[src/hdl/stm_pkg.sv]
package stm_pkg;

  localparam int num_segment = 2;
  localparam logic [31:0] rep_infinite = 32'hffff_ffff;

  // transition modes.
  localparam logic [7:0] tm_sync_idx = 8'd1;
  localparam logic [7:0] tm_sys_time = 8'd2;
  localparam logic [7:0] tm_gpio = 8'd3;
  localparam logic [7:0] tm_ext = 8'd240;

  typedef struct packed {
    logic psel;
    logic penable;
    logic pwrite;
    logic [15:0] paddr;
    logic [31:0] pwdata;
  } apb_req_t;

  typedef struct packed {
    logic [31:0] prdata;
    logic pready;
    logic pslverr;
  } apb_rsp_t;

  typedef struct packed {
    logic [61:0] pad;
    logic [1:0] gpio_sel;
  } gpio_value_t;

  // one word, read as a target time or as a gpio select.
  typedef union packed {
    logic [63:0] target_time;
    gpio_value_t gpio;
  } trans_value_u;

  typedef struct packed {
    logic req_segment;
    logic [7:0] mode;
    trans_value_u value;
    logic [num_segment-1:0][15:0] cycle;
    logic [num_segment-1:0][31:0] rep;
  } stm_settings_t;

  localparam logic [15:0] reg_ctrl = 16'h0000;
  localparam logic [15:0] reg_value_lo = 16'h0004;
  localparam logic [15:0] reg_value_hi = 16'h0008;
  localparam logic [15:0] reg_cycle0 = 16'h0010;
  localparam logic [15:0] reg_cycle1 = 16'h0014;
  localparam logic [15:0] reg_rep0 = 16'h0018;
  localparam logic [15:0] reg_rep1 = 16'h001c;
  localparam logic [15:0] reg_status = 16'h0020;
  localparam logic [15:0] pat_base = 16'h1000;

endpackage

[src/hdl/stm_sync_timer.sv]
`timescale 1ns/1ps
module stm_sync_timer import stm_pkg::*; (
  input logic CLK,
  input logic reset,
  input logic sync_pulse,
  input stm_settings_t settings,
  output logic [num_segment-1:0][15:0] sync_idx
);

  logic [num_segment-1:0][15:0] idx_next;

  // wrap at the cycle value, also when cycle was shortened.
  always_comb begin
    for (int i = 0; i < num_segment; i++) begin
      if (sync_idx[i] >= settings.cycle[i]) begin
        idx_next[i] = '0;
      end else begin
        idx_next[i] = sync_idx[i] + 16'd1;
      end
    end
  end

  always_ff @(posedge CLK) begin
    if (reset) begin
      sync_idx <= '0;
    end else if (sync_pulse) begin
      sync_idx <= idx_next; // all segments step together.
    end
  end

endmodule

[config.mk]
export PLATFORM = sky130hd
export DESIGN_NAME = stm_sync_timer
export DESIGN_NICKNAME = d
export VERILOG_FILES = /design/src/hdl/stm_pkg.sv /design/src/hdl/stm_sync_timer.sv
export SDC_FILE = /design/constraint.sdc
export NUM_CORES = 1
export LEC_CHECK = 0
export BUFFER_PORTS_ARGS = -buffer_cell sky130_fd_sc_hd__buf_2
export CORE_MARGIN = 8
export CORE_UTILIZATION = 40
export DETAILED_ROUTE_END_ITERATION = 12
export GPL_TIMING_DRIVEN = 0
export PLACE_DENSITY = 0.87
export SLEW_MARGIN = 40
export SYNTH_ARGS = -nofsm -noshare
export SYNTH_HDL_FRONTEND = slang
export SYNTH_SLANG_ARGS = --single-unit
export TNS_END_PERCENT = 50
[constraint.sdc]
create_clock -name CLK -period 3.2 [get_ports CLK]
set_input_delay 0.16 -clock CLK [delete_from_list [all_inputs] [get_ports CLK]]
set_output_delay 0.16 -clock CLK [all_outputs]
set_load 0.05 [all_outputs]
==> Word-level counts from Yosys, hierarchy flattened <==
Index checks and enable logic that the tools add are counted.
{ "word_totals": {"register_bits": 32, "inputBits": 172, "output_inout_bits": 32, "wordCells": 8} }
{ "op_classes": {"addsub": 2, "magnitude_cmp": 2, "mux": 2} }
{ "op_table": {"columns": ["operator", "n"], "rows": [
  ["$add 16x1->16 const B", 2],
  ["$ge 16x16->1", 2],
  ["$mux 16", 2]
]} }

==> Logic depth before layout (Yosys ltp) <==
{ "logic_depth": {"word_depth": 2, "mapped_depth": 8, "depth_no_buf": 7} }

==> Worst setup path before layout <==
No wires, ideal clock.
{ "synth_path": {"path_kind": "reg-to-reg", "startpoint": "reg sync_idx[9] (netlist name)", "endpoint": "reg sync_idx[0] (netlist name)", "setup_time_ns": 0.116, "arrival_time_ns": 2.065, "required_time_ns": 3.084, "slack_ns": 1.019, "path_stages_with_launch": 8, "path_buffers": 1, "synth_period_minus_slack_ns": 2.181, "path_cell_list": "dfxtp_1 ha_1 nand4_1 or3_1 a221o_1 a31oi_4 buf_6 nor2_1"} }
{ "synth_between": {"elab_chain_cells": 2} }
{ "synth_lines": {"columns": ["element", "line_no", "rtl"], "rows": [
  ["start: declaration", "stm_sync_timer.sv:7", "output logic [num_segment-1:0][15:0] sync_idx"],
  ["start signal: assignment", "stm_sync_timer.sv:27", "sync_idx <= idx_next;"],
  ["$ge 16x16->1", "stm_sync_timer.sv:15", "if (sync_idx[i] >= settings.cycle[i]) begin"],
  ["$mux 16", "stm_sync_timer.sv:15", null]
]} }
No other way between the ends.
A chain may end at the register's enable or synchronous reset.

==> Worst setup path in the final report <==
{ "layout_path": {"startpoint": "reg sync_idx[29] (netlist name)", "endpoint": "reg sync_idx[30] (netlist name)"} }
{ "layout_between": {"elab_chain_cells": 2, "elab_cells_between_ends": 3, "cone_classes": "1 x add/sub; 1 x order compare; 1 x mux"} }
{ "layout_lines": {"columns": ["element", "line_no"], "rows": [
  ["$add 16x1->16 or $ge 16x16->1 (tied branches)", "stm_sync_timer.sv:18, stm_sync_timer.sv:15"],
  ["$mux 16 (*)", "stm_sync_timer.sv:15"]
]} }
Mark *: on every way between the ends. The rest lies on a longest branch, timed or not.

==> results.ini <==
[global_route]
grt_pass1_vias=2063
grt_max_degree=11
antenna_found_initial=0
grt_usage=0.140
grt_pass1_wl_mm=8.87
grt_overflow=0

[synthesis]
netlist_area_um2=2130
synth_warnings=0
synth_commonest_cells=43 x nor2_1, 38 x inv_1, 34 x ha_1
synthDistinctLibCells=30
syn_nets=467
synthSimpleGateAreaFrac=0.204
yosysSeqAreaShare=0.301
synth_adder_area_share=0.200
synth_top_area_frac=0.301
synth_top_flop_cell=dfxtp_1
yosys-top-cells-area=dfxtp_1 30%, ha_1 20%, nor2_1 7.6%
ys_async_sr_fraction=0
postSynthCellCount=261
synth-xor-area-share=0.123
yosys.cell_count.top_type=nor2_1
synth_compound_area_frac=0.0852
ys_ff_latch=32
yosys.area.top_type=dfxtp_1
synth-edff-count=0
synthMuxAreaShare=0.00940
avgSynthCellArea_um2=8.16
synth_top_family_by_area=simple AND/OR/NAND/NOR gates

[cells_and_area]
fillers=496
synthToLayoutAreaGrowth_pct=25.6
drive_gt1_frac=0.239
nets=540
num_antenna_cells=0
top_regs=sync_idx x32
fin_area_um2=2670
utilization=0.520
largest_reg_flops=32
top_register=sync_idx

[route]
drc=0
wl_mm=5.36
post_drt_via_cell_ratio=4.94
first_pass_iters=4
vias=2000
drt-initial-drc-count=52
ant_nets=0
wl_per_cell_um=13.2

[placement]
port_buffers=66
gp_congestion=0.821
pre_cts_ws_ps=933
post-dp-hpwl_mm=4.37
dpl_cell_area_um2=2550

[min_path]
hold_class=in2reg
worst_hold_path.endpoint=sync_idx[3]$_SDFFE_PP0P_
hold-path-cell-count=4
min-delay-start=sync_pulse

[cts]
ctsHtreeMaxLevel=2
clk_path_buf_depth=2
postCtsHoldBufs=0
cts_tree=done
cts_buffers=5
post-cts-setup-buffers=0
clk_latency_ps=280
clkSinkCount=32
clk_pin_slew_ps=60
root_buffer=clkbuf_8
post_cts_resize_count=0

[job]
drv_cap=0

[sta]
clock_skew_ps=5.64
relSlewSlack=0.581
hold_viol_final=0
setup_slack_ps=983
rsz0062_at_grt=false
fin_crit_ps=2220
finalSetupViolCount=0
worst_pin_slew_ps=626
post-route-period-util=0.693
finalSetupTns_ps=0
drv_slew=0
clock.fmax_ghz=0.451

[worst_setup_path]
r2r_end=sync_idx[30]$_SDFFE_PP0P_
critical_path.max_stage_delay_ps=410
worstPathMaxFanout=10
worstRegToRegCells=7
crit_chain=ha_1 -> nand2_1 -> nor4_1 -> o311ai_1 -> a31oi_2 -> buf_2 -> nor2_1
worstPathRequired_ps=3370
r2r_start=sync_idx[29]$_SDFFE_PP0P_
path_buf_inv=1
endpoint_kind=flop
path_class=reg2reg
arrival_ps=2390
crit_family=compound AO/OA/AOI/OAI gates
cp.depth=7
crit_slowest_cell=a31oi_2
regToRegSetupSlack_ps=980
start_kind=flop

[floorplanning]
die_area_um2=7910
rows=26
start_util=0.414
dieHeight_um=89.0
die_x_um=89.0
io_pins=204
core-area_um2=5140

[power_and_ir_drop]
power.density_nw_per_um2=385
leakagePower_uw=0.00140
ir_drop_uv=279

[run_status]
outcome=complete, no violations

==> layout by cell type (no fill, tap or decap), drive strengths merged <==
master and count:
buf 69, nor2 43, inv 38, ha 34, dfxtp 32, nand2 18, xnor2 16, xor2 14
a21oi 11, nand4 11, clkbuf 7, o21ai 7, nand3 6, and3 6, nor3 5, a31oi 3
or3 2, mux2i 2, and4 2, o21bai 1, a221o 1, a2111oi 1, or3b 1, nor4 1
a211oi 1, o211ai 1, o311ai 1, bufinv 1
==> power breakdown <==
part | leakage, µW | internal [µW] | switching [µW]
Clock | 0.0000645 | 275 | 150
Sequential | 0.000259 | 411 | 18.6
Combinational | 0.00107 | 64.0 | 111
==> routing by layer <==
layer / track usage / up-vias / wire length, µm
met5: 0 / - / 0
met4: 0.0498 / 0 / 100
met3: 0.0496 / 8 / 446
met2: 0.248 / 74 / 2470
met1: 0.150 / 899 / 2350
li1: - / 1019 / -
==> worst max path at each step <==
stage                                         start                        end  slack (ps)
after floorplan            sync_idx[9]$_SDFFE_PP0P_   sync_idx[0]$_SDFFE_PP0P_        1020
after global placement    sync_idx[29]$_SDFFE_PP0P_  sync_idx[28]$_SDFFE_PP0P_         970
after detailed placement  sync_idx[29]$_SDFFE_PP0P_  sync_idx[21]$_SDFFE_PP0P_         930
after CTS                 sync_idx[29]$_SDFFE_PP0P_  sync_idx[25]$_SDFFE_PP0P_         930
after global routing      sync_idx[30]$_SDFFE_PP0P_  sync_idx[29]$_SDFFE_PP0P_         690
final                     sync_idx[29]$_SDFFE_PP0P_  sync_idx[30]$_SDFFE_PP0P_         980
==> layout make-up <==
cell class / count / area, µm² / share of cell area
Inverter: 38 / 143 / 0.0533
Multi-Input combinational cell: 188 / 1330 / 0.496
Clock inverter: 1 / 30.0 / 0.0112
Buffer: 3 / 21.3 / 0.00796
Timing Repair Buffer: 66 / 330 / 0.124
Clock buffer: 7 / 96.3 / 0.0360
Sequential cell: 32 / 641 / 0.240
Tap cell: 70 / 87.6 / 0.0328
==> tightest hold or removal path: stages <==
cell and delay (ps):
buf_2 120, nand4_1 150, xor2_1 80, nor2_1 80
==> per-stage QoR <==
step           std cells  hold WS, ps  total power (µW)
4_1_cts              405          357              1040
3_5_place_dp         397          543               615
5_1_grt              405          412              1080
2_1_floorplan        261          449               555
6_report             405          362              1030
3_3_place_gp         397          519               606
==> kinds of logic after synthesis <==
logic type	Yosys count
compound gates	27
xor+xnor	30
fa+ha+maj	34
buf+inv	41
flops	32
mux	2
simple gates	95
Note: power is estimated with default switching activity, not from simulation.
