--- config.mk ---
export PLATFORM = sky130hd
export DESIGN_NAME = stm_pattern_reader
export DESIGN_NICKNAME = d
export VERILOG_FILES = /design/src/hdl/stm_pkg.sv /design/src/hdl/stm_pattern_reader.sv
export SDC_FILE = /design/constraint.sdc
export NUM_CORES = 2
export LEC_CHECK = 0
export BUFFER_PORTS_ARGS = -buffer_cell sky130_fd_sc_hd__buf_2
export CAP_MARGIN = 20
export CORE_MARGIN = 8
export CORE_UTILIZATION = 38
export CTS_CLUSTER_DIAMETER = 30
export DETAILED_ROUTE_END_ITERATION = 12
export SLEW_MARGIN = 20
export SYNTH_ARGS = -nofsm -noshare
export SYNTH_HDL_FRONTEND = slang
export SYNTH_SLANG_ARGS = --single-unit
--- constraint.sdc ---
create_clock -name CLK -period 5.8 [get_ports CLK]
set_input_delay 1.74 -clock CLK [delete_from_list [all_inputs] [get_ports CLK]]
set_output_delay 1.74 -clock CLK [all_outputs]
set_load 0.03 [all_outputs]
--- src/hdl/stm_pkg.sv ---
package stm_pkg;

  localparam int num_segment = 2;
  localparam logic [31:0] rep_infinite = 32'hffff_ffff;

  // transition modes.
  localparam logic [7:0] tm_sync_idx = 8'd1;
  localparam logic [7:0] tm_sys_time = 8'd2;
  localparam logic [7:0] tm_gpio = 8'd3;
  localparam logic [7:0] tm_ext = 8'd240;

  typedef struct packed {
    logic psel;
    logic penable;
    logic pwrite;
    logic [15:0] paddr;
    logic [31:0] pwdata;
  } apb_req_t;

  typedef struct packed {
    logic [31:0] prdata;
    logic pready;
    logic pslverr;
  } apb_rsp_t;

  typedef struct packed {
    logic [61:0] pad;
    logic [1:0] gpio_sel;
  } gpio_value_t;

  // one word, read as a target time or as a gpio select.
  typedef union packed {
    logic [63:0] target_time;
    gpio_value_t gpio;
  } trans_value_u;

  typedef struct packed {
    logic req_segment;
    logic [7:0] mode;
    trans_value_u value;
    logic [num_segment-1:0][15:0] cycle;
    logic [num_segment-1:0][31:0] rep;
  } stm_settings_t;

  localparam logic [15:0] reg_ctrl = 16'h0000;
  localparam logic [15:0] reg_value_lo = 16'h0004;
  localparam logic [15:0] reg_value_hi = 16'h0008;
  localparam logic [15:0] reg_cycle0 = 16'h0010;
  localparam logic [15:0] reg_cycle1 = 16'h0014;
  localparam logic [15:0] reg_rep0 = 16'h0018;
  localparam logic [15:0] reg_rep1 = 16'h001c;
  localparam logic [15:0] reg_status = 16'h0020;
  localparam logic [15:0] pat_base = 16'h1000;

endpackage

--- src/hdl/stm_pattern_reader.sv ---
`timescale 1ns/1ps
module stm_pattern_reader import stm_pkg::*; #(
  parameter int pattern_depth = 64
) (
  input logic CLK,
  input logic reset,
  input logic pat_we,
  input logic [$clog2(pattern_depth):0] pat_addr,
  input logic [31:0] pat_data,
  input logic segment,
  input logic [15:0] idx,
  input logic stop,
  output logic [31:0] drive,
  output logic drive_valid
);

  localparam int dw = $clog2(pattern_depth);

  logic [31:0] mem [num_segment * pattern_depth];
  logic [dw:0] rd_addr;

  // segment selects the upper half.
  assign rd_addr = {segment, idx[dw-1:0]};

  always_ff @(posedge CLK) begin
    if (pat_we) begin
      mem[pat_addr] <= pat_data;
    end
  end

  always_ff @(posedge CLK) begin
    if (!stop) begin
      drive <= mem[rd_addr]; // held once stopped.
    end
  end

  always_ff @(posedge CLK) begin
    if (reset) begin
      drive_valid <= 1'b0;
    end else begin
      drive_valid <= ~stop;
    end
  end

endmodule

* Word-level counts from Yosys, hierarchy flattened
Memories as Yosys holds them, arrays and structs flattened. A register that Yosys moved wholly into a read port is not among the register bits. Cells that the tools add are included. Widths: inputs -> output; s select.
Operators by class: bitwise operators 1, muxes and demuxes 2, reduce and logical (&&, ||, !) cells 1
Operator list (count):
- $mux 1 | 2
- $logic_not 1->1 | 1
- $not 1->1 | 1
Storage, ports and cells: input port bits 60, memory bits (writable) 4096, flip-flop bits (word level) 1, word-level logic and storage cells 6, memories kept 1
Memory list:
- mem | words 128, width 32, rd ports 1, clocked after memory_dff 1, write ports 1, line stm_pattern_reader.sv:19 | logic [31:0] mem [num_segment * pattern_depth];

* Logic depth before layout (Yosys ltp)
word-level depth 2, mapped depth 8, mapped depth without buffers 4

* Worst setup path before layout
OpenSTA, ideal clock, no wires.
kind input -> register, start point input pat_we, end point memory mem[100][0], enable pin, data required time 5.339 ns, stages on the path 3, setup slack 0.822 ns, setup time 0.461 ns, path buffers 1, arrival 4.517 ns, path through clkbuf_1 nand4_1 nor3_1
On the way: word-level cells in the longest chain between the ends 2
Ends and longest elaborated chain:
- from (decl) | line stm_pattern_reader.sv:7 | input logic pat_we,
- $mux 1 | line stm_pattern_reader.sv:26 | if (pat_we) begin
- $mux 1 (not written as such) | line stm_pattern_reader.sv:27 | mem[pat_addr] <= pat_data;
- to (decl) | line stm_pattern_reader.sv:19
Every way passes these cells.

==> summary.md <==
| Metric | Value |
|---|---|
| Number of hold violations in the final report | `0` |
| Area share of the largest cell type after synthesis | `0.7914` |
| Die area | `433000 µm²` |
| Maximum number of pins on one net before global-route repair | `129` |
| Number of buffers added by the clock tree synthesis step | `655` |
| Drt first-iter violations | `8922` |
| HPWL after detailed placement | `227800 µm` |
| Sum of overflow across all layers after global routing | `0` |
| Post-synthesis cell type count | `18` |
| Number of top-level design ports | `93` |
| Critical path launch point | `idx[0]` |
| Finish-stage setup viols | `0` |
| Maximum fanout count along the critical path | `45` |
| Post-Syn Area | `156600 µm²` |
| Library cell occupying the most area in the post-synthesis netlist | `sky130_fd_sc_hd__edfxtp_1` |
| Average routed wire per standard cell | `32.58 µm` |
| Height of the die | `658.0 µm` |
| Worst slack at placement | `0.6806 ns` |
| Count of synthesis-stage warnings from yosys | `0` |
| First-pass GRT wire length | `578700 µm` |
| Antenna Violating Nets Remaining | `0` |
| Number of buffers between clock root and the deepest sink | `4` |
| Pwr Density | `397.2 nW/µm²` |
| TritonCTS clock tree | `done` |
| Origin of the critical flop-to-flop path | `mem[23][20]` |
| Type of element capturing the critical path | `register` |
| HP Class | `in -> reg` |
| Critical R2R Capture | `drive[20]` |
| Syn Inst Count | `5993` |
| Number of cells on the critical path | `7` |
| H-tree depth reported by CTS | `6` |
| Vias per inst | `5.641` |
| CP max stage cell | `sky130_fd_sc_hd__mux4_2` |
| Worst Slack Setup Final | `1.701 ns` |
| Resized Gates After CTS | `0` |
| Total Wirelength | `416700 µm` |
| Clock skew after layout | `0.06462 ns` |
| TritonRoute pass-1 iters | `6` |
| Number of pins exceeding their max-slew limit in the final report | `0` |
| Floorplan Core Area | `410200 µm²` |
| Data required time of the worst path | `6.55 ns` |
| Clock Sink Count | `4129` |
| Capturing element of the worst setup path | `drive[19]` |
| Ranking of synthesized cells by area | `sky130_fd_sc_hd__edfxtp_1 (79%), sky130_fd_sc_hd__mux4_2 (19%), sky130_fd_sc_hd__clkbuf_1 (0.43%)` |
| Kind of launch point of the worst setup path | `input port` |
| Cells along the critical path | `buf_12 > buf_12 > buf_12 > mux4_2 > mux4_2 > mux4_2 > mux2_2` |
| Result of the run | `completed` |
| CTS root buf | `sky130_fd_sc_hd__clkbuf_16` |
| Setup slack on the worst flop-to-flop path | `3.06 ns` |
| Die width | `658.0 µm` |
| Setup TNS after final layout | `0 ns` |
| Gpl congestion | `0.7864` |
| Unrepaired setup endpoints after global routing | `no` |
| Least-Margin Pin Slew | `1.175 ns` |
| Critical Setup Path Class | `in -> reg` |
| Crit-path leading delay family | `multiplexers` |
| Post-CTS setup buffers | `0` |
| Row count | `235` |
| Final critical-path share of the clock period | `0.7068` |
| DRC violation count after routing | `0` |
| Detailed-route via count | `72142` |
| All-layer global routing usage | `0.1885` |
| Total of buffers placed on input and output ports | `82` |
| Synthesized area per cell | `26.14 µm²` |
| Largest voltage drop on the vdd net | `0.3275 mV` |
| Clock Pin Slew Worst Setup and Hold Paths | `0.05 ns` |
| Minimum clock period | `4.099 ns` |
| Number of global-route vias before repair | `74138` |
| Post-synthesis sequential area ratio | `0.7915` |
| Max frequency | `243.9 MHz` |
| Arrival time reported for the critical path endpoint | `4.85 ns` |
| Count of max-cap constraint violations | `0` |
| Net Count, Synth | `6053` |
| Relative slew slack | `0.2141` |
| Syn-to-layout area delta | `21.13%` |
| Antenna violations before repair | `48` |
| Highest cell delay on the worst timing path | `0.64 ns` |
| Buffers and inverters on the worst path | `3` |
| Proportion of layout cells with a drive suffix above 1 | `0.4098` |
| Reported leakage power | `59.18 nW` |
| WHS Path Cells | `2` |
| Net count reported at finish | `6823` |
| Post-synthesis sequential element count | `4129` |
| Worst-Skew Late Latency | `1.01 ns` |
| Path depth of the worst reg2reg path | `4` |
| # hold bufs at CTS | `0` |
| Initial standard-cell utilization of the core | `0.3819` |
==> layer usage <==
| layer | up-vias | global-route usage | routed length (µm) |
|---|---|---|---|
| met3 | 704 | 0.03607 | 34960 |
| met4 | 10 | 0.07251 | 17300 |
| li1 | 28343 | - | - |
| met5 | - | 0 | 69 |
| met1 | 39626 | 0.2491 | 159200 |
| met2 | 3459 | 0.3106 | 205100 |
==> placed cells by master, fill, tap and decap left out, drive strengths merged <==
master / instances
buf: 429
bufinv: 78
clkbuf: 727
clkinv: 249
clkinvlp: 71
dfxtp: 1
diode: 22
edfxtp: 4128
inv: 85
mux2: 32
mux4: 1344
nand2: 14
nand2b: 2
nand3: 12
nand4: 3
nor2: 123
nor2b: 7
nor3: 9
or3: 1
==> cells by family after synthesis <==
logic type,count (synthesis),share of synthesized area
flip-flops,4129,0.7915
multiplexers,1376,0.1956
buffers and inverters,317,0.008436
AND/OR/NAND/NOR,171,0.004473
==> sequential cells by signal, indices dropped and copies added, names as in the netlist <==
name,flops
mem,4096
drive,32
drive_valid,1
==> worst min path at each step <==
stage,startpoint,to,slack (ns)
2_1_floorplan,mem[36][0],drive[0],1.15
3_3_place_gp,mem[126][21],drive[21],1.19
5_1_grt,reset,drive_valid,0.88
4_1_cts,reset,drive_valid,0.82
6_report,reset,drive_valid,0.89
3_5_place_dp,mem[8][5],drive[5],1.22
==> Yosys cell counts <==
library cell,n
sky130_fd_sc_hd__buf_4,5
sky130_fd_sc_hd__nand3_1,12
sky130_fd_sc_hd__clkbuf_1,181
sky130_fd_sc_hd__nor2b_1,7
sky130_fd_sc_hd__buf_6,2
sky130_fd_sc_hd__nor2_1,123
sky130_fd_sc_hd__buf_2,78
sky130_fd_sc_hd__mux4_2,1344
sky130_fd_sc_hd__nor3_1,9
sky130_fd_sc_hd__or3_1,1
sky130_fd_sc_hd__nand4_1,3
sky130_fd_sc_hd__dfxtp_1,1
sky130_fd_sc_hd__edfxtp_1,4128
sky130_fd_sc_hd__nand2_1,14
sky130_fd_sc_hd__buf_1,50
sky130_fd_sc_hd__mux2_2,32
sky130_fd_sc_hd__nand2b_1,2
sky130_fd_sc_hd__inv_1,1
==> report_power, final <==
part,internal (W),total (W),switching (W)
Sequential,0.0330,0.0331,0.0000931
Clock,0.0247,0.0390,0.0143
Combinational,0.00126,0.00325,0.00199
Total,0.0590,0.0754,0.0163
==> cell type report <==
type,count,area (µm²)
Antenna cell,22,55.05
Multi-Input combinational cell,1547,32300
Timing Repair Buffer,429,4254
Sequential cell,4129,124000
Clock buffer,727,16900
Fill cell,32888,220400
Tap cell,5451,6820
Inverter,1,3.754
Clock inverter,482,5430
==> through the flow <==
stage	hold slack, ns	total power (W)	instance area [µm²]	utilization	cells
6_report	0.8898	0.07536	189700	0.4626	12788
5_1_grt	0.8801	0.07726	189700	0.4625	12773
4_1_cts	0.8171	0.07590	189500	0.4621	12761
3_5_place_dp	1.216	0.03700	167200	0.4077	11552
3_3_place_gp	1.194	0.03693	167200	0.4077	11552
2_1_floorplan	1.149	0.03530	156600	-	5993
(Power assumes the default switching activity.)
