--- src/hdl/stm_pkg.sv ---
package stm_pkg;

  localparam int num_segment = 2;
  localparam logic [31:0] rep_infinite = 32'hffff_ffff;

  // transition modes.
  localparam logic [7:0] tm_sync_idx = 8'd1;
  localparam logic [7:0] tm_sys_time = 8'd2;
  localparam logic [7:0] tm_gpio = 8'd3;
  localparam logic [7:0] tm_ext = 8'd240;

  typedef struct packed {
    logic psel;
    logic penable;
    logic pwrite;
    logic [15:0] paddr;
    logic [31:0] pwdata;
  } apb_req_t;

  typedef struct packed {
    logic [31:0] prdata;
    logic pready;
    logic pslverr;
  } apb_rsp_t;

  typedef struct packed {
    logic [61:0] pad;
    logic [1:0] gpio_sel;
  } gpio_value_t;

  // one word, read as a target time or as a gpio select.
  typedef union packed {
    logic [63:0] target_time;
    gpio_value_t gpio;
  } trans_value_u;

  typedef struct packed {
    logic req_segment;
    logic [7:0] mode;
    trans_value_u value;
    logic [num_segment-1:0][15:0] cycle;
    logic [num_segment-1:0][31:0] rep;
  } stm_settings_t;

  localparam logic [15:0] reg_ctrl = 16'h0000;
  localparam logic [15:0] reg_value_lo = 16'h0004;
  localparam logic [15:0] reg_value_hi = 16'h0008;
  localparam logic [15:0] reg_cycle0 = 16'h0010;
  localparam logic [15:0] reg_cycle1 = 16'h0014;
  localparam logic [15:0] reg_rep0 = 16'h0018;
  localparam logic [15:0] reg_rep1 = 16'h001c;
  localparam logic [15:0] reg_status = 16'h0020;
  localparam logic [15:0] pat_base = 16'h1000;

endpackage

--- src/hdl/stm_apb_regs.sv ---
`timescale 1ns/1ps
module stm_apb_regs import stm_pkg::*; #(
  parameter int pattern_depth = 64
) (
  input logic CLK,
  input logic reset,
  input apb_req_t apb_req,
  output apb_rsp_t apb_rsp,
  output stm_settings_t settings,
  output logic update,
  input logic segment,
  input logic stop,
  output logic pat_we,
  output logic [$clog2(pattern_depth):0] pat_addr,
  output logic [31:0] pat_data
);

  localparam int pat_span = 4 * num_segment * pattern_depth;

  stm_settings_t settings_q;
  logic setup;
  logic access;
  logic wr;
  logic in_pat;
  logic mapped;
  logic [31:0] rd_data;
  logic [31:0] prdata_q;
  logic pready_q;
  logic pslverr_q;

  assign setup = apb_req.psel & ~apb_req.penable;
  assign access = apb_req.psel & apb_req.penable;
  assign wr = access & apb_req.pwrite;
  assign in_pat = (int'(apb_req.paddr) >= int'(pat_base)) &&
                  (int'(apb_req.paddr) < int'(pat_base) + pat_span);

  always_comb begin
    mapped = 1'b1;
    rd_data = '0;
    case (apb_req.paddr)
      reg_ctrl: rd_data = {22'd0, settings_q.mode, settings_q.req_segment, 1'b0};
      reg_value_lo: rd_data = settings_q.value.target_time[31:0];
      reg_value_hi: rd_data = settings_q.value.target_time[63:32];
      reg_cycle0: rd_data = {16'd0, settings_q.cycle[0]};
      reg_cycle1: rd_data = {16'd0, settings_q.cycle[1]};
      reg_rep0: rd_data = settings_q.rep[0];
      reg_rep1: rd_data = settings_q.rep[1];
      reg_status: rd_data = {30'd0, stop, segment};
      default: mapped = in_pat; // pattern words are write only.
    endcase
  end

  always_ff @(posedge CLK) begin
    if (reset) begin
      settings_q <= '0;
      update <= 1'b0;
    end else begin
      update <= wr && (apb_req.paddr == reg_ctrl) && apb_req.pwdata[0];
      if (wr) begin
        case (apb_req.paddr)
          reg_ctrl: begin
            settings_q.req_segment <= apb_req.pwdata[1];
            settings_q.mode <= apb_req.pwdata[9:2];
          end
          reg_value_lo: settings_q.value.target_time[31:0] <= apb_req.pwdata;
          reg_value_hi: settings_q.value.target_time[63:32] <= apb_req.pwdata;
          reg_cycle0: settings_q.cycle[0] <= apb_req.pwdata[15:0];
          reg_cycle1: settings_q.cycle[1] <= apb_req.pwdata[15:0];
          reg_rep0: settings_q.rep[0] <= apb_req.pwdata;
          reg_rep1: settings_q.rep[1] <= apb_req.pwdata;
          default: ;
        endcase
      end
    end
  end

  // response for the access phase, prepared during setup.
  always_ff @(posedge CLK) begin
    if (reset) begin
      pready_q <= 1'b0;
      pslverr_q <= 1'b0;
    end else begin
      pready_q <= setup;
      pslverr_q <= setup & ~mapped;
    end
  end

  always_ff @(posedge CLK) begin
    if (setup) begin
      prdata_q <= rd_data;
    end
  end

  assign apb_rsp = {prdata_q, pready_q, pslverr_q};
  assign settings = settings_q;

  assign pat_we = wr & in_pat;
  assign pat_addr = apb_req.paddr[2 +: $clog2(pattern_depth) + 1]; // word address.
  assign pat_data = apb_req.pwdata;

endmodule

--- config.mk ---
export PLATFORM = sky130hd
export DESIGN_NAME = stm_apb_regs
export DESIGN_NICKNAME = d
export VERILOG_FILES = /design/src/hdl/stm_pkg.sv /design/src/hdl/stm_apb_regs.sv
export SDC_FILE = /design/constraint.sdc
export NUM_CORES = 1
export LEC_CHECK = 0
export ABC_CLOCK_PERIOD_IN_PS = 2400
export BUFFER_PORTS_ARGS = -buffer_cell sky130_fd_sc_hd__buf_2
export CORE_MARGIN = 1.5
export CORE_UTILIZATION = 44
export CTS_CLUSTER_SIZE = 12
export DETAILED_ROUTE_END_ITERATION = 16
export PLACE_DENSITY = 0.68
export RECOVER_POWER = 25
export SYNTH_ARGS = -nofsm -noshare
export SYNTH_HDL_FRONTEND = slang
export SYNTH_SLANG_ARGS = --single-unit
export TNS_END_PERCENT = 30
--- constraint.sdc ---
create_clock -name CLK -period 2.4 [get_ports CLK]
set_clock_uncertainty 0.1 [all_clocks]
set_input_delay 0 -clock CLK [delete_from_list [all_inputs] [get_ports CLK]]
set_output_delay 0 -clock CLK [all_outputs]
set_load 0.01 [all_outputs]
* Word-level counts from Yosys, hierarchy flattened *
Cells that the tools add are included.

operators by class
  order comparisons = 2
  eq/ne operators = 7
  multiplexer cells = 2
  bitwise gates (word level) = 7
  reduce and logical (&&, ||, !) cells = 12

operator list
  operator                count
  $pmux W32 S8            1
  $eq A16 B5 Y1 const B   4
  $eq A16 B3 Y1 const B   1
  $eq A16 B4 Y1 const B   1
  $eq A16 B6 Y1 const B   1
  $ge A16 B13 Y1 const B  1
  $logic_not A16 Y1       1
  $lt A16 B13 Y1 const B  1
  $reduce_and A2 Y1       7
  $reduce_or A8 Y1        1
  $and A1 B1 Y1           5
  $logic_and A1 B1 Y1     3
  $not A1 Y1              2
  $mux W1                 1

storage, ports and cells
  bits in registers = 204
  input port bits = 55
  output and inout port bits = 244
  logic and storage cells = 42

* Depth between registers and ports, before layout *
  depth in word-level cells = 5
  depth in mapped cells = 8
  depth with buffers taken out = 4

* Worst setup path before layout *
No wires, ideal clock.

  kind = input to register
  start point = in apb_req[49] (netlist name)
  end point = reg pslverr_q
  library setup time = 0.061 ns
  arrival time = 1.920 ns
  path slack = 0.319 ns
  cell stages on the path = 3
  buffers on the path = 0
  cells stage by stage = nor2b_1 -> nor2b_1 -> and4b_1

between the ends
  cells in the longest elaborated chain, start to end = 3

ends and longest elaborated chain
  item                    RTL line            text
  start: declaration      stm_apb_regs.sv:7   input apb_req_t apb_req,
  $not A1 Y1              stm_apb_regs.sv:31  assign setup = apb_req.psel & ~apb_req.penable;
  $and A1 B1 Y1           stm_apb_regs.sv:31
  $and A1 B1 Y1           stm_apb_regs.sv:84  pslverr_q <= setup & ~mapped;
  end signal: assignment  stm_apb_regs.sv:84
  end: declaration        stm_apb_regs.sv:29  logic pslverr_q;

No other way between the ends.
A chain may end at the register's enable or synchronous reset.

* Final worst setup path *
  start point = in apb_req[40] (netlist name)
  end point = reg settings_q (netlist bit settings[20])

between the ends
  cells in the longest elaborated chain, start to end = 2

ends and longest elaborated chain
  item                                RTL line            text
  $eq A16 B5 Y1                       stm_apb_regs.sv:60  case (apb_req.paddr)
  $reduce_and A2 Y1 (no source line)  n/a
  end: declaration                    stm_apb_regs.sv:20  stm_settings_t settings_q;

No other way between the ends.

==> impl_metrics.toml <==
[worst_setup_path]
r2r_end = "prdata_q[1]"
crit_fanout = 32
required_ps = 2740
startpoint_type = "input pin"
r2r_slack_ps = 730
r2r_cells = 4
crit-reg2reg-launch = "settings[65]"
cpMostUsedCell = "dlygate4sd3_1"
slowest_stage = "or4_1"
critPathMaxStageDelay_ps = 670
cp_top_family = "buffers and inverters"
crit_path_cell_trace = "dlygate4sd3_1 -> buf_2 -> or4_1 -> nor2_4 -> buf_12 -> nand4_1 -> a21oi_1 -> dlygate4sd3_1"
critPathKind = "in -> reg"
critPathBufInv = 4
cp.arrival_ps = 2720
worst_setup_path_end_kind = "register"

[finish]
fin_area_sq_mm = 0.01174
nNetsFinal = 1357
drive_gt1_share_pct = 20.41
syn_to_final_growth_pct = 25.75
fin_cells = 1593
seqCellArea_sq_mm = 0.004404
fillers = 1966
final_util_pct = 56.18
n_antenna_cell = 0
multi_input_area_sq_mm = 0.004089

[detailed_routing]
drtIter0Drc = 1263
via_per_inst = 6.381
ant_nets = 0
dr.pass1.iters = 6
drc = 0
wire_per_inst_microns = 23.76
drt-total-wl_mm = 37.84
via_count = 10170

[place]
gp_congestion = 0.9494
dp_slack_ps = 393.9
dp_hpwl_mm = 24.66
io_buffers = 298
place_inst = 1510
placed_cell_area_sq_mm = 0.01075

[synth]
syn-instance-count = 1058
synth_top_family_by_area = "compound AO/OA/AOI/OAI gates"
yosys-top-cells-area = "dfxtp_1 37%, edfxtp_1 10%, a21oi_1 9.1%"
yosys.area_share.simple_pct = 16.81
synth_edf_count = 32
syn_nets = 1113
yosys.area_share.adder_pct = 0
synth_compound_area_share_pct = 26.53
synth_top_area_share_pct = 36.90
synth_xor_area_share_pct = 0
seq_area_frac_synth_pct = 47.19
async_flop_share_pct = 0
synth.most_common_cell = "dfxtp_1"
synth_commonest_cells = "172 x dfxtp_1, 170 x a21oi_1, 116 x o21ai_0, 100 x nand3_1, 94 x nand4_1"
yosysTopAreaCell = "dfxtp_1"
ys_seq_elements = 204
ys.flop_type = "dfxtp_1"
synth_warnings = 0
synthesis.area_sq_mm = 0.009333
muxShareOfSynthArea_pct = 0.1073
yosysUniqueCellTypes = 46
syn_area_per_cell_sq_um = 8.821

[timing]
slew-limit-headroom_pct = 48.91
fmax_mhz = 419.2
min_period_over_period_pct = 99.40
fin_ws_ps = 14.38
setup_viol = 0
worst_slew_pin_slew_ps = 766.4
slew_violations = 0
finalHoldViolCount = 0
period_needed_ps = 2386

[floorplanning]
core.rowCount = 53
core-area_sq_mm = 0.02089
die_x_microns = 148.6
ios = 299
dieHeight_microns = 148.6
start_util_pct = 44.68
dieArea_sq_mm = 0.02209

[global_routing]
antenna_found_initial = 0
overflow = 0
grt_max_degree = 90
first_global_vias = 9002
track_usage_pct = 32.35
grt_pass1_wl_mm = 55.70

[min_path]
holdPathStages = 5
whs_endpoint = "prdata_q[0]"
min_path_type = "in -> reg"
worstHoldStart = "segment"

[status]
status = "finished, final reports clean"

[pwr]
peakVddDrop_mv = 0.3825
p_leak_uw = 0.004152
p_total_uw = 7228
power_density_mw_per_mm2 = 615.9

[flow_run]
cap_violations = 0

[clocking]
cts_buffer_depth = 3
htree_levels = 1
path_clk_slew_ps = 60
clock_latency_ps = 500
clock-sinks = 204
cts_setup_buffers = 0
cts_tree = "done"
cts_resized = 0
cts_root_buf = "clkbuf_16"
cts_made_buffers = 22
==> registers in the layout (all words and copies together), names as in the netlist <==
name and count:
pready_q 1, prdata_q 32, settings 169, pslverr_q 1, update 1
==> logic make-up (layout without fill, tap and decap cells) <==
logic type             count (synthesis)  in the layout
AOI/OAI and AO/OA                    430            430
muxes                                  1              1
and+or+nand+nor                      261            261
DFF                                  204            204
buffers and inverters                162            422
==> metrics by stage <==
step | hold slack, ps | setup TNS [ps]
finish | 15.49 | 0
global route | 45.05 | -12.52
CTS | 1.927 | 0
detailed placement | 163.2 | 0
global placement | 171.2 | 0
floorplan | -8.235 | 0
==> tightest hold or removal path, cell delays in order <==
cell and delay [ps]:
buf_2 100, nand3b_1 70, a211oi_1 60, nand3_1 120, nand3_1 80
==> cell type report <==
type                       count  share of cell area, %
clock buffer                  37                  5.704
clock inverter                 3                 0.1279
multi-input combinational    692                  34.84
sequential                   204                  37.53
tap                          275                  2.932
timing repair buffer         382                  18.87
==> routing by layer <==
layer / GRT usage (%) / vias to the layer above / part of all wire [%]
met2: 46.49 / 730 / 44
met5: 0 / - / 0
met1: 47.93 / 4853 / 41
met4: 12.23 / 0 / 3.7
met3: 5.859 / 85 / 11
li1: - / 4497 / -
==> report_power, final <==
group          internal [uW]  switching, uW  total (uW)
logic                    144            327         470
registers               3490           10.5        3500
clock network           1900           1360        3260
total                   5530           1700        7230
==> how the worst max path moves through the flow <==
stage,from,to,slack (ps),cells after the start
final,apb_req[40],settings[20],10,8
after global routing,apb_req[40],settings[20],-10,8
after CTS,apb_req[40],settings[20],90,8
after detailed placement,apb_req[40],settings[121],390,6
after global placement,apb_req[37],prdata_q[9],400,6
after floorplan,apb_req[49],pslverr_q,320,3
==> placed cells by master, fill, tap and decap left out, types with 2 or more instances in the layout <==
cell           instances
dlygate4sd3_1         42
nor2b_1                2
a21oi_1              170
nor4b_1                2
and3b_1                2
clkinv_2               3
a32oi_1               22
o21ai_0              116
and4_1                 4
o21ai_1               55
nand3b_1               2
clkbuf_16             25
edfxtp_1              32
nand2_1                8
a22oi_1               27
buf_12                 9
clkbuf_1             127
a222oi_1               5
nand4_1               94
nor2_1                20
nor3_4                 2
dfxtp_1              172
clkbuf_8               2
buf_2                181
nor4_1                 2
nor4_4                 3
or4_1                  3
a221o_1               16
nand3_1               98
buf_4                 33
a22o_1                15
nor4_2                 2
nand3_2                2
==> what timing repair did <==
| item | CTS | global route |
|---|---|---|
| endpoints found under the hold margin | 186 | 0 |
| endpoints found under the setup margin | 0 | 1 |
| hold buffers | 42 | 0 |
Power figures use the tool's default switching activity.
