--- config.mk ---
export PLATFORM = sky130hd
export DESIGN_NAME = stm_swapchain
export DESIGN_NICKNAME = d
export VERILOG_FILES = /design/src/hdl/stm_pkg.sv /design/src/hdl/stm_swapchain.sv
export SDC_FILE = /design/constraint.sdc
export NUM_CORES = 1
export LEC_CHECK = 0
export BUFFER_PORTS_ARGS = -buffer_cell sky130_fd_sc_hd__buf_2
export CELL_PAD_IN_SITES_DETAIL_PLACEMENT = 1
export CELL_PAD_IN_SITES_GLOBAL_PLACEMENT = 1
export CORE_ASPECT_RATIO = 0.8
export CORE_MARGIN = 2
export CORE_UTILIZATION = 39
export DETAILED_ROUTE_END_ITERATION = 16
export PLACE_DENSITY = 0.8
export SYNTH_ARGS = -nofsm -noshare
export SYNTH_HDL_FRONTEND = slang
export SYNTH_SLANG_ARGS = --single-unit
export TNS_END_PERCENT = 20
--- constraint.sdc ---
create_clock -name CLK -period 4.1 [get_ports CLK]
set_clock_uncertainty 0.1 [all_clocks]
set_input_delay 0.205 -clock CLK [delete_from_list [all_inputs] [get_ports CLK]]
set_output_delay 0.205 -clock CLK [all_outputs]
set_load 0.005 [all_outputs]
--- src/hdl/stm_pkg.sv ---
package stm_pkg;

  localparam int num_segment = 2;
  localparam logic [31:0] rep_infinite = 32'hffff_ffff;

  // transition modes.
  localparam logic [7:0] tm_sync_idx = 8'd1;
  localparam logic [7:0] tm_sys_time = 8'd2;
  localparam logic [7:0] tm_gpio = 8'd3;
  localparam logic [7:0] tm_ext = 8'd240;

  typedef struct packed {
    logic psel;
    logic penable;
    logic pwrite;
    logic [15:0] paddr;
    logic [31:0] pwdata;
  } apb_req_t;

  typedef struct packed {
    logic [31:0] prdata;
    logic pready;
    logic pslverr;
  } apb_rsp_t;

  typedef struct packed {
    logic [61:0] pad;
    logic [1:0] gpio_sel;
  } gpio_value_t;

  // one word, read as a target time or as a gpio select.
  typedef union packed {
    logic [63:0] target_time;
    gpio_value_t gpio;
  } trans_value_u;

  typedef struct packed {
    logic req_segment;
    logic [7:0] mode;
    trans_value_u value;
    logic [num_segment-1:0][15:0] cycle;
    logic [num_segment-1:0][31:0] rep;
  } stm_settings_t;

  localparam logic [15:0] reg_ctrl = 16'h0000;
  localparam logic [15:0] reg_value_lo = 16'h0004;
  localparam logic [15:0] reg_value_hi = 16'h0008;
  localparam logic [15:0] reg_cycle0 = 16'h0010;
  localparam logic [15:0] reg_cycle1 = 16'h0014;
  localparam logic [15:0] reg_rep0 = 16'h0018;
  localparam logic [15:0] reg_rep1 = 16'h001c;
  localparam logic [15:0] reg_status = 16'h0020;
  localparam logic [15:0] pat_base = 16'h1000;

endpackage

--- src/hdl/stm_swapchain.sv ---
`timescale 1ns/1ps
module stm_swapchain import stm_pkg::*; (
  input logic CLK,
  input logic reset,
  input logic [63:0] sys_time,
  input logic update,
  input stm_settings_t settings,
  input logic [num_segment-1:0][15:0] sync_idx,
  input logic [3:0] gpio_in,
  output logic segment,
  output logic stop,
  output logic [15:0] idx
);

  typedef enum logic [1:0] {
    wait_start,
    finite_loop,
    infinite_loop
  } state_t;

  typedef enum logic {
    idx_mode_sync,
    idx_mode_tic
  } idx_mode_t;

  state_t state;
  idx_mode_t idx_mode;
  logic ext_mode;
  logic req_segment;
  logic [31:0] rep;
  logic [31:0] loop_cnt;
  logic time_reached;
  logic [num_segment-1:0][15:0] idx_old;
  logic [num_segment-1:0][15:0] tic_idx;
  logic [num_segment-1:0] idx_changed;
  logic [num_segment-1:0] idx_wrap;
  logic tic_done;
  logic loop_step;
  logic fire;

  always_comb begin
    for (int i = 0; i < num_segment; i++) begin
      idx_changed[i] = idx_old[i] != sync_idx[i];
      idx_wrap[i] = idx_changed[i] && (sync_idx[i] == '0);
    end
  end

  assign tic_done = idx_changed[segment] && (tic_idx[segment] == settings.cycle[segment]);
  assign loop_step = (idx_mode == idx_mode_sync) ? idx_wrap[segment] : tic_done;
  assign idx = (idx_mode == idx_mode_sync) ? sync_idx[segment] : tic_idx[segment];

  // transition event for the waiting segment.
  always_comb begin
    case (settings.mode)
      tm_sync_idx: fire = idx_wrap[req_segment];
      tm_sys_time: fire = time_reached;
      tm_gpio: fire = idx_changed[req_segment] && gpio_in[settings.value.gpio.gpio_sel];
      default: fire = 1'b0;
    endcase
  end

  always_ff @(posedge CLK) begin
    if (reset) begin
      idx_old <= '0;
      time_reached <= 1'b0;
    end else begin
      idx_old <= sync_idx;
      time_reached <= sys_time >= settings.value.target_time;
    end
  end

  always_ff @(posedge CLK) begin
    if (update) begin
      rep <= settings.rep[settings.req_segment];
    end
  end

  always_ff @(posedge CLK) begin
    if (reset) begin
      state <= infinite_loop;
      idx_mode <= idx_mode_sync;
      ext_mode <= 1'b0;
      segment <= 1'b0;
      req_segment <= 1'b0;
      stop <= 1'b0;
      loop_cnt <= '0;
      tic_idx <= '0;
    end else if (update) begin
      stop <= 1'b0;
      if ((settings.req_segment == segment) ||
          (settings.rep[settings.req_segment] == rep_infinite)) begin
        segment <= settings.req_segment; // no change when already playing.
        idx_mode <= idx_mode_sync;
        ext_mode <= settings.mode == tm_ext;
        state <= infinite_loop;
      end else begin
        req_segment <= settings.req_segment;
        state <= wait_start;
      end
    end else begin
      case (state)
        wait_start: begin
          if (fire) begin
            segment <= req_segment;
            loop_cnt <= '0;
            tic_idx[req_segment] <= '0;
            idx_mode <= (settings.mode == tm_sync_idx) ? idx_mode_sync : idx_mode_tic;
            state <= finite_loop;
          end
        end
        finite_loop: begin
          if ((idx_mode == idx_mode_tic) && idx_changed[segment]) begin
            tic_idx[segment] <= tic_done ? 16'd0 : tic_idx[segment] + 16'd1;
          end
          if (loop_step) begin
            if (loop_cnt == rep) begin
              stop <= 1'b1;
            end else begin
              loop_cnt <= loop_cnt + 32'd1;
            end
          end
        end
        infinite_loop: begin
          if (ext_mode && idx_wrap[segment]) begin
            segment <= ~segment; // alternate on every wrap.
          end
        end
        default: state <= infinite_loop;
      endcase
    end
  end

endmodule

======== After elaboration in Yosys (flattened, before gate mapping) ========
Index checks and enable logic that the tools add are counted.
operators by class
  multiplexer cells ....................... 48
  bitwise gates (word level) .............. 5
  add/subtract/negate cells ............... 2
  $lt $le $gt $ge ......................... 7
  reductions and logical operators ........ 26
  equal/unequal tests ..................... 20
operators with widths
  operator                 number
  $mux W32                 7
  $mux W16                 10
  $pmux W32 S2             2
  $ge A64 B64 Y1           1
  $add A32 B1 Y32 const B  1
  $and A32 B32 Y32         1
  $bwmux W32               1
  $demux W16 S1            2
  $eq A32 B32 Y1           1
  $eq A32 B32 Y1 const B   1
  $logic_not A16 Y1        2
  $ne A16 B16 Y1           2
  $not A32 Y32             1
  $mux W1                  19
  $add A16 B1 Y16 const B  1
  $eq A16 B16 Y1           1
  $eq A8 B2 Y1 const B     2
  $eq A8 B1 Y1 const B     1
  $eq A8 B8 Y1 const B     1
  $logic_and A1 B1 Y1      8
  $ne A2 B2 Y1 const B     4
  $reduce_and A4 Y1        2
  $lt A1 B2 Y1 const B     3
  $mux W2                  3
  other kinds (20)         31
word-level totals
  input port bits ......................... 272
  register bits after elaboration ......... 136

======== Logic depth before layout (Yosys ltp) ========
Gate-level depths: netlist of the first run.
  depth in word-level cells ............... 8
  gate-level depth with buffers ........... 12

======== Least setup slack after synthesis of the first run ========
OpenSTA, ideal clock, no wires.
  path type ............................... input port to flip-flop
  start ................................... input port settings[165] in the netlist's numbering
  end ..................................... register loop_cnt[25]
  setup time .............................. 0.116 ns
  data required time ...................... 3.884 ns
  path slack .............................. 1.101 ns
  arrival ................................. 2.783 ns
  stages on the path ...................... 9
  cells stage by stage .................... or4_4 or3_1 a2bb2oi_1 a222oi_1 nor2_2 a2111o_1 buf_6 a32o_1 a41o_1
between the ends
  word-level cells in the longest chain between the ends .. 4
ends and longest elaborated chain
  item                                          line                  text
  start, declared                               stm_swapchain.sv:7    input stm_settings_t settings,
  $eq A8 B2 Y1 or $eq A8 B1 Y1 (tied branches)  stm_swapchain.sv:54   case (settings.mode)
  $pmux W1 S3 *                                 stm_swapchain.sv:54
  $ne A2 B2 Y1 (no line) *                      -
  $reduce_and A5 Y1 (no line) *                 -
  end signal, assigned                          stm_swapchain.sv:119  loop_cnt <= loop_cnt + 32'd1;
  end, declared                                 stm_swapchain.sv:31   logic [31:0] loop_cnt;
Every way passes the cells marked *; elsewhere a longest branch is shown, timed or not.
A chain may end at the register's enable or synchronous reset.

======== Worst setup path after layout of the first run ========
  start ................................... input port sync_idx[30] in the netlist's numbering
  end ..................................... register loop_cnt[18]
between the ends
  word-level cells in the longest chain between the ends .. 7
ends and longest elaborated chain
  item                                                   line                                      text
  start, declared                                        stm_swapchain.sv:8                        input logic [num_segment-1:0][15:0] sync_idx,
  $ne A16 B16 Y1 or $logic_not A16 Y1 (tied branches)    stm_swapchain.sv:43, stm_swapchain.sv:44
  $mux W1 (implied by the code) (tied with other cells)  stm_swapchain.sv:57                       tm_gpio: fire = idx_changed[req_segment] && gpio_in[settings.value.gpio.gpio_sel];
  $mux W1 (on tied branches)                             -
  $logic_and A1 B1 Y1 (tied with other cells)            stm_swapchain.sv:57
  $pmux W1 S3 or $mux W1 (tied branches)                 stm_swapchain.sv:54, stm_swapchain.sv:49
  $ne A2 B2 Y1 (no line)                                 -
  $reduce_and A5 Y1 (no line) *                          -
Every way passes the cells marked *; elsewhere a longest branch is shown, timed or not. The select of a mux whose other input is x is not followed.

==> results.py, run 1 <==
metrics = {
    "global_route": {
        "grt_pass1_wl_um": 57000,
        "grt_pass1_vias": 10294,
        "grt_start_max_net_pins": 71,
        "grt-ovfl-total": 0,
        "grt_usage_pct": 28.2,
        "grt_antenna_before_repair": 8,
    },
    "logic_synthesis": {
        "synth_edf_count": 32,
        "ys_seq_elements": 136,
        "yosysTopAreaCellShare_pct": 21.7,
        "ys_async_sr_fraction_pct": 0,
        "yosysWarnings": 0,
        "synth_cells": 1063,
        "synth_cell_types": 65,
        "avgSynthCellArea_um2": 9.03,
        "synth_area_mm2": 0.00960,
        "synth_top_area_cell": "dfxtp_1",
        "ys_seq_area_share_pct": 31.7,
        "synth_nets": 1404,
        "synth_area_leaders": "dfxtp_1 22%, edfxtp_1 10%, ha_1 9.0%",
        "ys.flop_type": "dfxtp_1",
    },
    "clock_tree": {
        "cts_buffers": 17,
        "cts_tree": "done",
        "post_cts_resized": 0,
        "postCtsHoldBufs": 36,
        "clock_path_buffers": 2,
        "clockRootBuffer": "clkbuf_16",
        "cts_max_level": 4,
        "cts.sinks": 136,
        "postCtsSetupBuffers": 0,
        "insertion_delay_ps": 430,
        "clk_pin_slew_ps": 60,
    },
    "critical_path": {
        "rr_worst_depth": 10,
        "reg2reg_from": "segment",
        "worstPathMaxFanout": 21,
        "timing.rr.end": "loop_cnt[29]",
        "critical_path.startpoint": "sync_idx[30]",
        "start_kind": "input port",
        "critical_path_arrival_ps": 3790,
        "end_kind": "flip-flop",
        "worstPathRequired_ps": 4350,
        "crit_end": "loop_cnt[18]",
        "crit_type": "in -> reg",
        "rrSetupSlack_ps": 700,
    },
    "timing": {
        "clock.fmax_ghz": 0.282,
        "fin_crit_ps": 3540,
        "whs_ps": 10.0,
        "setup_violations": 0,
        "rsz0062_at_grt": "false",
        "setup_tns_ps": 0,
        "hold_viol_final": 0,
        "min_period_over_period_pct": 86.4,
        "slew_headroom_pct": 36.8,
        "worst_pin_slew_ps": 947,
        "maxSlewViolCount": 0,
    },
    "run": {
        "cap_violations": 0,
    },
    "power": {
        "ir_worst_vdd_mv": 0.213,
        "power_leakage_nw": 5.51,
        "power_density_mw_per_mm2": 301,
    },
    "routing": {
        "ant_nets": 0,
        "drc_errors": 0,
        "wirelength_um": 37500,
        "dr.pass1.iters": 5,
        "wl_per_cell_um": 22.1,
        "vias_per_cell": 5.76,
        "vias": 9809,
        "drt_iter0_drc": 706,
    },
    "layout": {
        "area_growth_pct": 27.7,
        "final_nets": 1706,
        "drive_gt1_share_pct": 27.8,
    },
    "place": {
        "routabilityCongestion": 0.915,
        "port_buffers": 289,
        "detailed_place_hpwl_um": 27800,
    },
    "hold_path": {
        "hp-class": "in -> reg",
    },
    "floorplanning": {
        "rows": 51,
        "core_mm2": 0.0242,
        "boundaryPins": 290,
        "start_util_pct": 39.6,
        "die_area_mm2": 0.0259,
        "die_h_um": 144,
        "die_w_um": 179,
    },
    "outcome": {
        "status": "finished, final reports clean",
    },
}
==> registers in the layout, summed over array words and instances, names as in the netlist <==
| register | count |
|---|---|
| time_reached | 1 |
| ext_mode | 1 |
| state | 2 |
| tic_idx | 32 |
| rep | 32 |
| req_segment | 1 |
| stop | 1 |
| idx_old | 32 |
| loop_cnt | 32 |
| idx_mode | 1 |
| segment | 1 |
==> critical path, stage by stage <==
cell and delay, ps:
dlygate4sd3_1 570, buf_2 170, xnor2_1 210, nand4_1 160, or4_1 620, a32oi_1 250, a2bb2oi_1 410, a2111o_1 540
buf_4 360, a21oi_1 70, nor3b_1 210
==> worst min path at each step <==
stage / from / cells after the start / endpoint
after floorplan: update / 0 / rep[0]
after global placement: tic_idx[0] / 1 / tic_idx[0]
after detailed placement: tic_idx[0] / 1 / tic_idx[0]
after CTS: settings[40] / 2 / rep[8]
after global routing: settings[40] / 2 / rep[8]
final: settings[48] / 2 / rep[16]
==> cells in the final DEF (no fill, tap or decap), types with 4 or more instances in the layout <==
cell,count
nand4_1,51
nor4b_1,15
xor2_1,47
and2_1,11
inv_1,78
and3_1,20
a21oi_1,31
dlygate4sd3_1,36
diode_2,6
and4_1,6
o31ai_1,12
nand3_1,34
buf_4,15
edfxtp_1,32
mux2i_1,21
nand2_1,71
ha_1,68
a21o_1,26
nor2b_1,44
a32oi_1,25
o21a_1,5
nand2b_1,4
nor3b_1,5
mux2_2,38
clkbuf_16,18
a211o_1,4
buf_2,289
and4b_1,11
a211oi_1,8
nor3_1,13
o21ai_0,22
dfxtp_1,103
nor4_1,25
a22o_1,26
xnor2_1,61
o211ai_1,10
nor2_1,32
a32o_1,7
==> cell usage after synthesis, types with 5 or more instances <==
cell type and n:
a211oi_1 8, nand4_1 51, mux2_2 38, ha_1 69
nor4b_1 15, edfxtp_1 32, a21o_1 26, nor3_1 13
buf_2 5, a21oi_1 31, o21ai_0 22, inv_1 78
and4b_1 11, nor4_1 25, nor3b_1 5, nor2_1 32
and4_1 6, nand2_1 71, mux2i_1 21, a22o_1 26
xnor2_1 61, nand3_1 34, clkbuf_1 42, dfxtp_1 104
o21a_1 5, a32oi_1 25, xor2_1 47, and3_1 20
and2_1 11, nor2b_1 44, buf_1 6, o31ai_1 12
a32o_1 7, o211ai_1 10
==> cells by family after synthesis <==
logic type	count (synthesis)	synth area share, %
buf+inv	135	5.66
mux	61	7.12
compound gates	198	15.5
simple gates	356	21.2
xor+xnor	108	9.85
flops	136	31.7
fa+ha+maj	69	8.99
==> final cells by class <==
cell class | count | area [um^2]
sequential | 136 | 3040
clock buffer | 20 | 459
multi-input combinational | 792 | 6020
timing repair buffer | 340 | 1920
fill | 2908 | 12000
tap | 318 | 398
antenna | 6 | 15.0
clock inverter | 12 | 115
inverter | 78 | 293
==> routing by layer <==
metal	GRT usage [%]	wire, um	up-vias
met5	0	29	-
met4	11.4	1250	4
met3	6.25	2460	92
met2	50.1	18700	423
met1	33.4	15100	4760
li1	-	-	4530
==> metrics by stage <==
| step | worst slack (ps) | instances | power, mW | cell area [um^2] | utilization, % |
|---|---|---|---|---|---|
| final | 557 | 1702 | 3.69 | 12300 | 50.6 |
| after global routing | 398 | 1701 | 3.83 | 12300 | 50.6 |
| after CTS | 696 | 1696 | 3.68 | 12200 | 50.5 |
| after detailed placement | 644 | 1628 | 2.15 | 11300 | 46.6 |
| after global placement | 731 | 1628 | 2.13 | 11300 | 46.6 |
| after floorplan | 1100 | 1063 | 1.84 | 9600 | - |
==> report_power, final <==
group          total, mW  internal, mW  switching [mW]  leakage [nW]
clock               1.51         0.879           0.634         0.276
combinational      0.712         0.335           0.376          4.08
sequential          1.47          1.43          0.0374          1.16
No activity file was read; power rests on OpenSTA's default activity.
==> run 2, diff against run 1 <==
==> constraint.sdc (replaced) <==
create_clock -name CLK -period 3.8 [get_ports CLK]
set_clock_uncertainty 0.1 [all_clocks]
set_input_delay 0.19 -clock CLK [delete_from_list [all_inputs] [get_ports CLK]]
set_output_delay 0.19 -clock CLK [all_outputs]
set_load 0.005 [all_outputs]
==> run 2 against run 1 <==
Effect of this change:
- first-iteration DRC count is 12% lower
- final cell count is 1.5% higher
- core utilization increased by 1.2 points
- flip-flop and latch count unchanged
- non-clock buffer count up 28
- clock power up 11%
- critical path depth is the same
- total power rose by 9.5%
- critical path type unchanged
- largest cell class unchanged
- highest routed layer unchanged
==> results.py, run 2 (synthesized netlist as in run 1, its figures left out) <==
metrics = {
    "critical_path": {
        "slowest_stage": "or4_1",
        "crit_top_cell": "a32oi_1",
        "crit_path_cell_trace": "dlygate4sd3_1, buf_2, xnor2_1, nand4_1, or4_1, a32oi_1, a2bb2oi_1, a2111o_1, buf_4, a32oi_1, o31ai_1",
        "worstPathRequired_ps": 4040,
        "crit_path_max_incr_delay_ps": 690,
        "critical_path_arrival_ps": 3690,
        "cp_top_family": "compound AO/OA/AOI/OAI gates",
        "critPathBufInv": 3,
        "start_kind": "input port",
        "end_kind": "flip-flop",
        "worstPathMaxFanout": 13,
        "crit_type": "in -> reg",
    },
    "routing": {
        "ant_nets": 0,
        "drt_iter0_drc": 621,
        "wl_per_cell_um": 22.2,
        "highest_layer": "met5",
        "drc_errors": 0,
        "wirelength_um": 38300,
        "vias": 9822,
        "dr.pass1.iters": 5,
        "met2_length_um": 18900,
        "wl_met1_um": 15500,
        "vias_per_cell": 5.68,
        "dr_wl_met3_um": 2380,
    },
    "place": {
        "detailed_place_hpwl_um": 27600,
        "routabilityCongestion": 0.933,
        "port_buffers": 289,
        "place_area_mm2": 0.0113,
    },
    "clock_tree": {
        "postCtsSetupBuffers": 0,
        "post_cts_resized": 0,
        "clockRootBuffer": "clkbuf_16",
        "clock_path_buffers": 2,
        "cts_buffers": 17,
        "cts_tree": "done",
        "postCtsHoldBufs": 61,
        "cts_max_level": 4,
        "cts.sinks": 136,
        "insertion_delay_ps": 430,
        "clk_pin_slew_ps": 60,
    },
    "timing": {
        "clock.fmax_ghz": 0.290,
        "slew_headroom_pct": 34.8,
        "fin_crit_ps": 3450,
        "whs_ps": 5.52,
        "maxSlewViolCount": 0,
        "worst_pin_slew_ps": 977,
        "rsz0062_at_grt": "false",
        "min_period_over_period_pct": 90.7,
        "setup_violations": 0,
        "hold_viol_final": 0,
        "setup_tns_ps": 0,
    },
    "global_route": {
        "grt_start_max_net_pins": 85,
        "grt_usage_pct": 29.3,
        "grt_pass1_vias": 10506,
        "grt-ovfl-total": 0,
        "grt_pass1_wl_um": 59200,
        "grt_antenna_before_repair": 6,
    },
    "hold_path": {
        "hp-class": "in -> reg",
    },
    "power": {
        "power_density_mw_per_mm2": 322,
        "design_power_total_mw": 4.04,
        "power_leakage_nw": 5.65,
        "ir_worst_vdd_mv": 0.307,
    },
    "layout": {
        "area_growth_pct": 30.6,
        "final_common_cell": "buf_2",
        "final_cell_mix": "289 x buf_2, 103 x dfxtp_1, 78 x inv_1, 71 x nand2_1, 68 x ha_1",
        "design_area_mm2": 0.0125,
        "drive_gt1_share_pct": 27.5,
        "final_nets": 1734,
    },
    "floorplanning": {
        "boundaryPins": 290,
        "die_w_um": 179,
        "core_mm2": 0.0242,
        "start_util_pct": 39.6,
        "die_h_um": 144,
        "die_area_mm2": 0.0259,
        "rows": 51,
    },
    "run": {
        "cap_violations": 0,
    },
    "outcome": {
        "status": "finished, final reports clean",
    },
}
==> run 2: cell count changes in the layout (fill, tap and decap cells not counted), sizes merged, moves of 2 or more <==
cell	previous run	this run
dlygate4sd3	36	61
buf	304	307
diode	6	4
inv	81	83
==> run 2: stage by stage <==
stage	setup WS, ps	utilization, %	std cells
6_report	353	51.7	1728
5_1_grt	162	51.7	1728
4_1_cts	528	51.7	1724
3_5_place_dp	414	46.8	1631
3_3_place_gp	464	46.8	1631
2_1_floorplan	816	-	1063
==> run 2: final cells by class <==
class	instances	area (um^2)
Multi-Input combinational cell	792	6020
Tap cell	318	398
Clock inverter	13	141
Antenna cell	4	10.0
Sequential cell	136	3040
Clock buffer	19	434
Timing Repair Buffer	368	2200
Fill cell	2894	11700
Inverter	78	293
==> run 2: worst paths after layout <==
kind / to / cells after the start / start / slack, ps
min: rep[7] / 2 / settings[7] / 6
min reg2reg: tic_idx[0] / 1 / tic_idx[0] / 370
max: loop_cnt[9] / 11 / sync_idx[21] / 350
max reg2reg: loop_cnt[9] / 9 / idx_old[21] / 500
==> run 2: power breakdown <==
part	total [mW]	switching [mW]	internal [mW]
logic	0.797	0.414	0.383
clock network	1.67	0.695	0.974
registers	1.58	0.0350	1.54
total	4.04	1.14	2.90
==> run 2: worst reg2reg max path, stage by stage (launching register included) <==
cell and delay [ps]:
dfxtp_1 320, xnor2_1 240, nand4_1 170, or4_1 690, a32oi_1 280, a2bb2oi_1 400
a2111o_1 510, buf_4 270, a32oi_1 130, o31ai_1 100
==> run 2: metal layers <==
| metal | up-vias | global-route usage [%] |
|---|---|---|
| met5 | - | 0 |
| li1 | 4583 | - |
| met2 | 407 | 51.5 |
| met4 | 4 | 14.1 |
| met1 | 4729 | 34.4 |
| met3 | 99 | 6.27 |
